[config.mk]
export PLATFORM = sky130hd
export DESIGN_NAME = merge_lane_fifo_flat
export DESIGN_NICKNAME = d
export VERILOG_FILES = /design/src/rtl/merge_pkg.sv /design/src/rtl/lane_if.sv /design/src/rtl/merge_lane_fifo.sv /design/src/flat_wrapper.sv
export VERILOG_INCLUDE_DIRS = /design/src /design/src/rtl
export SDC_FILE = /design/constraint.sdc
export NUM_CORES = 1
export LEC_CHECK = 0
export CORE_ASPECT_RATIO = 1.4
export CORE_UTILIZATION = 38
export CTS_CLUSTER_SIZE = 14
export DETAILED_ROUTE_END_ITERATION = 16
export DONT_BUFFER_PORTS = 1
export PLACE_DENSITY = 0.54
export SYNTH_ARGS = -nofsm -noshare
export SYNTH_HDL_FRONTEND = slang
export SYNTH_SLANG_ARGS = --single-unit
[constraint.sdc]
create_clock -name ap_clk -period 6 [get_ports ap_clk]
set_clock_uncertainty 0.1 [all_clocks]
set_input_delay 0.9 -clock ap_clk [delete_from_list [all_inputs] [get_ports ap_clk]]
set_output_delay 0.9 -clock ap_clk [all_outputs]
set_load 0.01 [all_outputs]
[src/rtl/merge_defines.svh]
// Size and threshold macros for the merge data engine
`ifndef MERGE_DEFINES_SVH
`define MERGE_DEFINES_SVH

// Lane count and word width
`define MERGE_LANES      4
`define MERGE_DATA_W     32

// Lane buffer sizing
`define LANE_FIFO_DEPTH  8

// Reserve room for the staged word and one more accepted in the same cycle
`define LANE_PROG_THRESH (`LANE_FIFO_DEPTH - 2)

`endif

[src/rtl/merge_pkg.sv]
// Shared word, lane and control types of the merge data engine
`include "merge_defines.svh"

package merge_pkg;

    localparam int LANE_ID_W = (`MERGE_LANES > 1) ? $clog2(`MERGE_LANES) : 1;

    typedef logic [`MERGE_DATA_W-1:0] merge_word_t;
    typedef logic [LANE_ID_W-1:0]     lane_id_t;
    typedef logic [`MERGE_LANES-1:0]  lane_mask_t;

    // Configuration port opcodes
    typedef enum logic [1:0] {
        CFG_NOP         = 2'd0,
        CFG_SET_MASK    = 2'd1,
        CFG_DISABLE_ALL = 2'd2
    } cfg_op_e;

    typedef enum logic [1:0] {
        SEQ_SEEK      = 2'd0,
        SEQ_WAIT_LANE = 2'd1,
        SEQ_HOLD_OUT  = 2'd2
    } seq_state_e;

endpackage : merge_pkg

[src/rtl/lane_if.sv]
// Lane channel linking the ingress stage, one lane FIFO and the sequencer
`timescale 1ns/1ps

interface lane_if;
    import merge_pkg::*;

    // Push side, fed from the ingress staging register
    logic        push_valid;
    merge_word_t push_data;

    // Pop side toward the sequencer
    logic        pop_ready;
    logic        pop_valid;
    merge_word_t pop_data;

    // Fill status
    logic        almost_full;
    logic        empty;

    modport ingress (output push_valid, output push_data, input almost_full);

    modport fifo (
        input  push_valid, push_data, pop_ready,
        output pop_valid, pop_data, almost_full, empty
    );

    modport seq (output pop_ready, input pop_valid, pop_data, empty);

endinterface : lane_if

[src/rtl/merge_lane_fifo.sv]
// Lane buffer with circular storage, fall-through output register and almost-full flag
`timescale 1ns/1ps
`include "merge_defines.svh"

module merge_lane_fifo (
    input logic  ap_clk,
    input logic  areset_csr_engine,
    lane_if.fifo lane
);
    import merge_pkg::*;

    localparam int DEPTH   = `LANE_FIFO_DEPTH;
    localparam int PTR_W   = (DEPTH > 1) ? $clog2(DEPTH) : 1;
    localparam int COUNT_W = $clog2(DEPTH + 2);

    merge_word_t        mem [DEPTH];
    logic [PTR_W-1:0]   wr_ptr;
    logic [PTR_W-1:0]   rd_ptr;
    logic [COUNT_W-1:0] mem_count;
    logic               out_valid;
    merge_word_t        out_data;
    logic               pop;
    logic               out_load;
    logic               mem_empty;
    logic               mem_full;
    logic               mem_read;
    logic               mem_write;

    function automatic logic [PTR_W-1:0] ptr_next(input logic [PTR_W-1:0] p);
        if (p == PTR_W'(DEPTH - 1)) begin
            return '0;
        end
        return p + 1'b1;
    endfunction

    // -------------------------------------------------------------------------
    // Storage control
    // -------------------------------------------------------------------------
    assign pop       = out_valid & lane.pop_ready;
    assign out_load  = ~out_valid | pop;
    assign mem_empty = (mem_count == '0);
    assign mem_full  = (mem_count == COUNT_W'(DEPTH));
    assign mem_read  = out_load & ~mem_empty;
    // Bypass straight into the output register when storage is empty
    assign mem_write = lane.push_valid & ~(out_load & mem_empty);

    always_ff @(posedge ap_clk) begin
        if (areset_csr_engine) begin
            wr_ptr    <= '0;
            rd_ptr    <= '0;
            mem_count <= '0;
            out_valid <= 1'b0;
        end else begin
            if (mem_write) begin
                wr_ptr <= ptr_next(wr_ptr);
            end
            if (mem_read) begin
                rd_ptr <= ptr_next(rd_ptr);
            end
            mem_count <= mem_count + COUNT_W'(mem_write) - COUNT_W'(mem_read);
            if (out_load) begin
                out_valid <= ~mem_empty | lane.push_valid;
            end
        end
    end

    always_ff @(posedge ap_clk) begin
        if (mem_write) begin
            mem[wr_ptr] <= lane.push_data;
        end
        if (mem_read) begin
            out_data <= mem[rd_ptr];
        end else if (out_load && lane.push_valid) begin
            out_data <= lane.push_data;
        end
    end

    assign lane.pop_valid   = out_valid;
    assign lane.pop_data    = out_data;
    assign lane.empty       = ~out_valid & mem_empty;
    assign lane.almost_full =
        (mem_count + COUNT_W'(out_valid)) >= COUNT_W'(`LANE_PROG_THRESH);

    // Ingress threshold must keep pushes away from a full buffer
    a_no_overflow : assert property (
        @(posedge ap_clk) disable iff (areset_csr_engine)
        lane.push_valid |-> !(mem_full && !mem_read)
    ) else $error("push into a full lane FIFO");

endmodule : merge_lane_fifo

[src/flat_wrapper.sv]
// flat-port wrapper written by rule: the top's interface ports become plain ports
module merge_lane_fifo_flat import merge_pkg::*;
  (ap_clk, areset_csr_engine, lane_push_valid, lane_push_data, lane_pop_ready, lane_pop_valid, lane_pop_data, lane_almost_full, lane_empty);
  lane_if lane_i ();
  input logic ap_clk;
  input logic areset_csr_engine;
  input wire logic [$bits(lane_i.push_valid)-1:0] lane_push_valid;
  input wire logic [$bits(lane_i.push_data)-1:0] lane_push_data;
  input wire logic [$bits(lane_i.pop_ready)-1:0] lane_pop_ready;
  output wire logic [$bits(lane_i.pop_valid)-1:0] lane_pop_valid;
  output wire logic [$bits(lane_i.pop_data)-1:0] lane_pop_data;
  output wire logic [$bits(lane_i.almost_full)-1:0] lane_almost_full;
  output wire logic [$bits(lane_i.empty)-1:0] lane_empty;
  assign lane_i.push_valid = lane_push_valid;
  assign lane_i.push_data = lane_push_data;
  assign lane_i.pop_ready = lane_pop_ready;
  assign lane_pop_valid = lane_i.pop_valid;
  assign lane_pop_data = lane_i.pop_data;
  assign lane_almost_full = lane_i.almost_full;
  assign lane_empty = lane_i.empty;
  merge_lane_fifo u_core (.ap_clk(ap_clk), .areset_csr_engine(areset_csr_engine), .lane(lane_i));
endmodule
# Word-level counts from Yosys, hierarchy flattened
# Memory sizes are Yosys's and may differ from the RTL's. A register that Yosys moved wholly into a read port is not among the register bits.
# Cells that the tools add are included.
[word_totals]
reg_bits = 43
ram_bits = 256
input_bits = 36
out_inout_bits = 35
wordCells = 43
memories = 1
[mem_list]
columns = ["memory", "depth", "width", "rd", "rd_ports_with_merged_regs", "write_ports", "line_no", "rtl"]
rows = [
  ["u_core.mem", 8, 32, 1, 1, 1, "merge_lane_fifo.sv:16", "merge_word_t mem [DEPTH];"],
]
[op_classes]
addsub = 5
order_cmp = 1
eq_ne = 2
muxes = 16
n_bitwise = 10
reduce_logical = 3
[op_table]
columns = ["op", "n"]
rows = [
  ["32-bit two-way mux", 2],
  ["3-bit two-way mux", 6],
  ["4-bit by 1-bit adder with 4-bit output", 2],
  ["1-bit two-way mux", 8],
  ["3-bit by 1-bit adder with 3-bit output (second input constant)", 2],
  ["3-bit equality test (second input constant)", 2],
  ["1-bit AND", 5],
  ["4-bit by 3-bit >= comparator with 1-bit output (second input constant)", 1],
  ["4-bit logical NOT", 1],
  ["4-bit by 1-bit subtractor with 4-bit output", 1],
  ["1-bit NOT", 3],
  ["1-bit bitwise OR", 2],
  ["2-bit nonzero test", 1],
  ["1-bit logical AND", 1],
]

# Logic depth before layout (Yosys ltp)
# Gate-level depths: netlist of run 1.
[depth]
word_depth = 8
depth_mapped = 14
depth_no_buf = 12

# Worst setup path before layout of run 1
# OpenSTA, ideal clock, no wires.
[synth_path]
kind = "input to register"
start = "input port lane_pop_ready"
end = "memory u_core.mem[0][0] (netlist bit) (enable)"
setup_time_ps = 501
arrival_time_ps = 4321
t_required_ps = 5399
setup_slack_ps = 1078
stages = 3
n_path_buf = 0
cell_sequence = "nor2b_1 -> o21ai_4 -> nor4_1"
[synth_via]
elab_chain_len = 7
[synth_rtl]
columns = ["item", "line_no", "rtl"]
rows = [
  ["start: declaration", "flat_wrapper.sv:9", "input wire logic [$bits(lane_i.pop_ready)-1:0] lane_pop_ready;"],
  ["1-bit AND", "merge_lane_fifo.sv:39", "assign pop = out_valid & lane.pop_ready;"],
  ["1-bit bitwise OR", "merge_lane_fifo.sv:40", "assign out_load = ~out_valid | pop;"],
  ["1-bit AND", "merge_lane_fifo.sv:45", "assign mem_write = lane.push_valid & ~(out_load & mem_empty);"],
  ["1-bit NOT", "merge_lane_fifo.sv:45", ""],
  ["1-bit AND", "merge_lane_fifo.sv:45", ""],
  ["1-bit two-way mux", "merge_lane_fifo.sv:68", "if (mem_write) begin"],
  ["1-bit two-way mux (implied by the code)", "merge_lane_fifo.sv:69", "mem[wr_ptr] <= lane.push_data;"],
  ["end: declaration", "merge_lane_fifo.sv:16", ""],
]
# Every way passes these cells.

# Final worst setup path of run 1
[layout_path]
start = "register u_core.mem_count[2]"
end = "register u_core.mem_count[2]"
[layout_via]
elab_chain_len = 6
elab_cells_between_ends = 8
[layout_rtl]
columns = ["item", "line_no", "rtl"]
rows = [
  ["start: declaration", "merge_lane_fifo.sv:19", "logic [COUNT_W-1:0] mem_count;"],
  ["start signal: assignment", "merge_lane_fifo.sv:60", "mem_count <= mem_count + COUNT_W'(mem_write) - COUNT_W'(mem_read);"],
  ["4-bit logical NOT", "merge_lane_fifo.sv:41", "assign mem_empty = (mem_count == '0);"],
  ["1-bit AND", "merge_lane_fifo.sv:45", ""],
  ["1-bit NOT", "merge_lane_fifo.sv:45", ""],
  ["1-bit AND", "merge_lane_fifo.sv:45", ""],
  ["4-bit by 1-bit adder with 4-bit output", "merge_lane_fifo.sv:60", ""],
  ["4-bit by 1-bit subtractor with 4-bit output *", "merge_lane_fifo.sv:60", ""],
]
# Mark *: on every way between the ends. The rest lies on a longest branch, timed or not.
# A chain may end at the register's enable or synchronous reset.

==> out/qor.yml, run 1 <==
sta:
  min_period_ns: 3.37
  final_hold_viol_count: 0
  rsz0062_at_grt: "no"
  period_share: 0.562
  drv_slew: 0
  setup_viol: 0
  max_clock_freq_ghz: 0.297
  worst_pin_slew_ns: 1.14
  tns_ns: 0
  relSlewSlack: 0.236
global_route:
  grt_pass1_wl_mm: 36.7
  grtUsageTotal: 0.155
  antenna_found_initial: 0
  grt-ovfl-total: 0
  grt_pass1_vias: 6142
  grt_max_degree: 73
floorplanning:
  io_pins: 71
  rows: 76
  core_area_sq_um: 30700
  die-area_sq_um: 31900
  initial_core_util: 0.386
  die-height_um: 211
  die_w_um: 151
power_and_ir_drop:
  power_w: 0.00592
  clockPowerShare: 0.298
  pwr-share-comb: 0.216
  powerDensity_nw_per_um2: 448
  cellLeakagePower_nw: 4.42
  sw_frac_of_total: 0.300
  switching_power_w: 0.00178
  power_frac_seq: 0.486
  p_int_w: 0.00415
  ir_drop_uv: 203
final_layout:
  syn_to_final_growth_pct: 11.4
  layout-drive-gt1-share: 0.0996
  n_antenna_cell: 0
  nets: 761
  final.fill_count: 2674
routing:
  drt_iter0_drc: 349
  routed_wl_mm: 23.8
  drt_pass1_iterations: 6
  drc: 0
  postRouteAntennaNets: 0
  via_count: 5850
  vias_per_cell: 5.21
  wire_per_inst_um: 21.2
clock_tree:
  h-tree-depth: 1
  postCtsResizedCells: 0
  holdBufCountCts: 0
  clkSinkCount: 302
  cts_inserted_buffers: 29
  clockBufferDepth: 3
  post_cts_buffers: 0
  cts_tree: "done"
  clk_root_buffer_cell: "clkbuf_16"
  insertion_delay_ns: 0.55
  path_clk_slew_ns: 0.06
place:
  routabilityCongestion: 0.723
  dpl.hpwl_mm: 13.6
  io_buffers: 0
logic_synthesis:
  ys_seq_area_frac: 0.754
  yosysWarnings: 0
  ys_types: 31
  synthArstFlopShare: 0
  syn_inst: 708
  avgSynthCellArea_sq_um: 16.7
  synthSimpleGateAreaFrac: 0.0529
  synth_compound_area_frac: 0.0475
  muxShareOfSynthArea: 0.108
  synth_top_family_by_area: "multiplexers"
  netlist_area_sq_um: 11800
  synth_top_flop_cell: "edfxtp_1"
  synth-seq-cells: 302
  synth_edf_count: 288
  synth_nets: 757
  synthAdderAreaFrac: 0.0144
  synth_xor_area_frac: 0.00296
min_path:
  holdPathStages: 1
  hp-class: "in -> reg"
worst_setup_path:
  end_kind: "flop"
  max_stage_delay_ns: 0.66
  arrival_ns: 3.71
  reg2reg_depth: 12
  critical_path_class: "reg -> reg"
  cp.required_ns: 6.34
  crit_path_start_kind: "flop"
  critPathMaxFanout: 37
  cp_slowest_cell: "inv_2"
  cp_cell_sequence: "inv_1 > ha_1 > or3b_1 > nand2_8 > inv_2 > ha_1 > inv_1 > ha_1 > inv_1 > fa_1 > xor2_1 > nor2_1"
status:
  status: "finished, final reports clean"
job:
  maxCapViolations: 0
[critical path: cells and delay by family, from the launching register on]
kind | cells | cell delay, ns
adders and majority gates | 4 | 1.13
buffers and inverters | 4 | 0.86
and+or+nand+nor | 3 | 0.64
DFF | 1 | 0.37
xor gates and xnor gates | 1 | 0.16
[kinds of logic after synthesis]
| logic type | count (synthesis) |
|---|---|
| and+or+nand+nor | 138 |
| adders and majority gates | 13 |
| DFF | 302 |
| buffers and inverters | 46 |
| muxes | 128 |
| xor gates and xnor gates | 4 |
| AOI/OAI and AO/OA | 77 |
[power by group through the flow]
stage               registers (W)  logic (W)  clock network (W)
floorplan                 0.00281    0.00105                  0
CTS                       0.00288    0.00130            0.00181
global placement          0.00292    0.00127                  0
global route              0.00291    0.00142            0.00189
detailed placement        0.00293    0.00129                  0
finish                    0.00288    0.00128            0.00177
[path summary, 6_finish.rpt]
check	from	end	slack (ns)
hold reg to reg	u_core.rd_ptr[0]	flop	0.39
hold / removal	areset_csr_engine	flop	0.31
setup reg to reg	u_core.mem_count[2]	u_core.mem_count[2]	2.63
setup / recovery	u_core.mem_count[2]	u_core.mem_count[2]	2.63
[state kept, by name, indices dropped and copies added (netlist names), named ones only]
signal,cells
u_core.rd_ptr,3
u_core.mem_count,4
u_core.lane.pop_data,32
u_core.mem,256
u_core.wr_ptr,3
u_core.lane.pop_valid,1
[cell usage in the layout, fill, tap and decap left out, types with 3 or more instances in the layout]
master / count
clkbuf_1: 5
ha_1: 12
buf_4: 9
a21oi_1: 10
nand2_1: 77
nor2_1: 5
nand3_1: 32
clkinv_2: 7
nor2_4: 4
edfxtp_1: 288
bufinv_16: 3
mux2i_1: 128
nor3_2: 4
a22oi_1: 64
nand2b_1: 3
dfxtp_1: 13
clkinv_1: 4
inv_1: 7
clkbuf_16: 29
[cells in the mapped netlist, types with 2 or more instances]
cell / number / area, sq um
xor2_1: 2 / 17.5
xnor2_1: 2 / 17.5
nand2b_1: 3 / 18.8
dfxtp_1: 14 / 280
mux2i_1: 128 / 1280
ha_1: 12 / 150
nand2_1: 77 / 289
inv_1: 7 / 26.3
nor2b_1: 4 / 25.0
edfxtp_1: 288 / 8650
a21oi_1: 10 / 50.1
nand3_1: 32 / 160
clkbuf_1: 11 / 41.3
or3_1: 2 / 12.5
a22oi_1: 64 / 480
nor3_1: 4 / 20.0
inv_2: 2 / 7.51
buf_2: 12 / 60.1
nor2_1: 10 / 37.5
buf_4: 13 / 97.6
[layout make-up]
| type | instances | area [sq um] | area share |
|---|---|---|---|
| Timing Repair Buffer | 10 | 87.6 | 0.00663 |
| Tap cell | 390 | 488 | 0.0370 |
| Sequential cell | 302 | 8930 | 0.676 |
| Clock buffer | 34 | 744 | 0.0564 |
| Clock inverter | 18 | 173 | 0.0131 |
| Inverter | 9 | 33.8 | 0.00256 |
| Multi-Input combinational cell | 360 | 2750 | 0.208 |
[routing by layer]
| layer | global-route usage | share of wire | up-vias |
|---|---|---|---|
| met2 | 0.276 | 0.52 | 119 |
| li1 | - | - | 2738 |
| met1 | 0.181 | 0.40 | 2946 |
| met5 | 0 | 0 | - |
| met3 | 0.0281 | 0.043 | 47 |
| met4 | 0.0624 | 0.031 | 0 |
[metrics by stage]
stage | instance area (sq um) | hold slack (ns) | utilization | setup slack [ns] | instances
2_1_floorplan | 11800 | 0.356 | - | 1.08 | 708
3_3_place_gp | 12300 | 0.371 | 0.400 | 2.56 | 1071
3_5_place_dp | 12300 | 0.375 | 0.400 | 2.48 | 1071
4_1_cts | 13200 | 0.279 | 0.430 | 2.59 | 1123
5_1_grt | 13200 | 0.285 | 0.430 | 2.42 | 1123
6_report | 13200 | 0.307 | 0.430 | 2.63 | 1123
Power figures use the tool's default switching activity.
==> run 2: changes to the inputs <==
==> constraint.sdc (replaced) <==
create_clock -name ap_clk -period 3.5 [get_ports ap_clk]
set_clock_uncertainty 0.1 [all_clocks]
set_input_delay 0.525 -clock ap_clk [delete_from_list [all_inputs] [get_ports ap_clk]]
set_output_delay 0.525 -clock ap_clk [all_outputs]
set_load 0.01 [all_outputs]
==> run 2 against run 1 <==
Effect of this change:
- core utilization rose by 1.4 points
- wire length grew 4.6%
- hold slack got worse by 0.26 ns
- combinational power increased by 87%
- power grew 71%
- die area unchanged
- register-to-register slack worse by 1.9 ns
==> out/qor.yml, run 2 (same netlist as run 1, synthesis figures left out) <==
routing:
  wire_per_inst_um: 21.4  # +0.57%
  dr_wl_met3_mm: 1.19  # +15%
  drt_pass1_iterations: 5  # -1
  drc: 0  # unchanged
  routed_wl_mm: 24.9  # +4.6%
  drt_iter0_drc: 354  # +1.4%
  met2_length_mm: 13.3  # +6.7%
  wl_met1_mm: 9.92  # +3.5%
  highest_layer: "met4"
  postRouteAntennaNets: 0  # unchanged
  vias_per_cell: 5.20  # about the same
  via_count: 6079  # +3.9%
place:
  routabilityCongestion: 0.690  # -4.5%
  dpl.hpwl_mm: 14.0  # +2.8%
  io_buffers: 0  # unchanged
sta:
  drv_slew: 0  # unchanged
  hold_ws_ns: 0.0504  # -0.256 ns
  min_period_ns: 2.82  # -0.550 ns
  max_clock_freq_ghz: 0.355  # +20%
  worst_pin_slew_ns: 1.05  # -0.0919 ns
  final_hold_viol_count: 0  # unchanged
  setup_viol: 0  # unchanged
  period_share: 0.806  # +0.244
  relSlewSlack: 0.297  # +0.0614
  tns_ns: 0  # unchanged
  rsz0062_at_grt: "no"
global_route:
  antenna_found_initial: 0  # unchanged
  grt_pass1_wl_mm: 38.0  # +3.3%
  grtUsageTotal: 0.161  # +0.00589
  grt_max_degree: 59  # -19%
  grt_pass1_vias: 6418  # +4.5%
  grt-ovfl-total: 0  # unchanged
job:
  maxCapViolations: 0  # unchanged
power_and_ir_drop:
  ir_drop_uv: 342  # +69%
  powerDensity_nw_per_um2: 744  # +66%
  cellLeakagePower_nw: 4.62  # +4.4%
clock_tree:
  clk_root_buffer_cell: "clkbuf_16"
  path_clk_slew_ns: 0.06  # about the same
  cts_inserted_buffers: 29  # unchanged
  h-tree-depth: 1  # unchanged
  clkSinkCount: 302  # unchanged
  insertion_delay_ns: 0.56  # about the same
  cts_tree: "done"
  clockBufferDepth: 3  # unchanged
  postCtsResizedCells: 0  # unchanged
floorplanning:
  die-area_sq_um: 31900  # unchanged
  io_pins: 71  # unchanged
  core_area_sq_um: 30700  # unchanged
  rows: 76  # unchanged
  die_w_um: 151  # unchanged
  initial_core_util: 0.386  # unchanged
  die-height_um: 211  # unchanged
final_layout:
  layout-drive-gt1-share: 0.107  # +0.00709
  final_core_util: 0.444  # +0.0137
  final.fill_count: 2664  # -0.37%
  largest_reg_flops: 256  # unchanged
  syn_to_final_growth_pct: 15.0
  final_cell_mix: "edfxtp_1 (288), mux2i_1 (128), nand2_1 (77)"
  top_register: "u_core.mem"
  seq_area_sq_um: 8930  # unchanged
  nets: 804  # +5.7%
  multi_input_area_sq_um: 2770  # +0.96%
  final_common_cell: "edfxtp_1"
  n_antenna_cell: 0  # unchanged
min_path:
  hp-start: "lane_push_data[24]"
  hp-class: "in -> reg"
worst_setup_path:
  cp-startpoint: "u_core.mem_count[2]"
  cp.required_ns: 3.82  # -2.52 ns
  rr_startpoint: "u_core.mem_count[2]"
  arrival_ns: 3.14  # -0.57 ns
  critical_path_class: "reg -> reg"
  crit_path_start_kind: "flop"
  end_kind: "flop"
  critPathMaxFanout: 37  # unchanged
status:
  status: "finished, final reports clean"
==> run 2: changes by cell type in the layout (fill, tap and decap cells not counted), moves of 2 or more <==
cell           delta
dlygate4sd3_1    +33
clkinvlp_4        -2
clkbuf_8          +2
buf_12            +2
clkinv_2          +2
clkbuf_1          +2
buf_4             +8
bufinv_16         -2
==> run 2: routing by layer <==
layer / global-route usage / vias up
li1: - / 2830
met1: 0.192 / 3093
met2: 0.288 / 118
met3: 0.0296 / 38
met4: 0.0510 / 0
met5: 0 / -
==> run 2: cell type report <==
type / instances / share of cell area
Sequential cell: 302 / 0.656
Multi-Input combinational cell: 360 / 0.203
Clock buffer: 38 / 0.0572
Timing Repair Buffer: 53 / 0.0380
Tap cell: 390 / 0.0358
Clock inverter: 16 / 0.00753
Inverter: 9 / 0.00248
==> run 2: path summary, 6_finish.rpt <==
kind / end / slack (ns) / depth (start not counted)
max: u_core.mem_count[2] / 0.68 / 12
min: u_core.lane.pop_data[24] / 0.05 / 2
max reg2reg: u_core.mem_count[2] / 0.68 / 12
min reg2reg: u_core.rd_ptr[2] / 0.41 / 2
==> run 2: through the flow <==
step	power [W]	worst slack, ns	instances	cell area [sq um]
after global placement	0.00721	0.718	1081	12400
after CTS	0.0103	0.645	1168	13600
after detailed placement	0.00728	0.678	1081	12400
final	0.0101	0.680	1168	13600
after global routing	0.0107	0.491	1168	13600
after floorplan	0.00662	-0.283	708	11900
==> run 2: critical path, cell delays in order (launching register included) <==
cell     delay, ns
dfxtp_1       0.33
inv_1         0.08
ha_1          0.13
or3b_1        0.49
nand2_8       0.32
inv_2         0.07
ha_1          0.29
inv_1         0.06
ha_1          0.16
inv_1         0.06
fa_1          0.40
xor2_1        0.14
nor2_1        0.05
==> run 2: repair_timing <==
action	CTS	global route
endpoints found under the hold margin	270	0
hold buffers	33	0
buffers inserted	0	0
==> run 2: power breakdown <==
part           switching (W)  total, W  internal (W)
clock                0.00129   0.00293       0.00164
combinational        0.00150   0.00240      0.000894
sequential          0.000285   0.00481       0.00452
total                0.00308    0.0101       0.00705
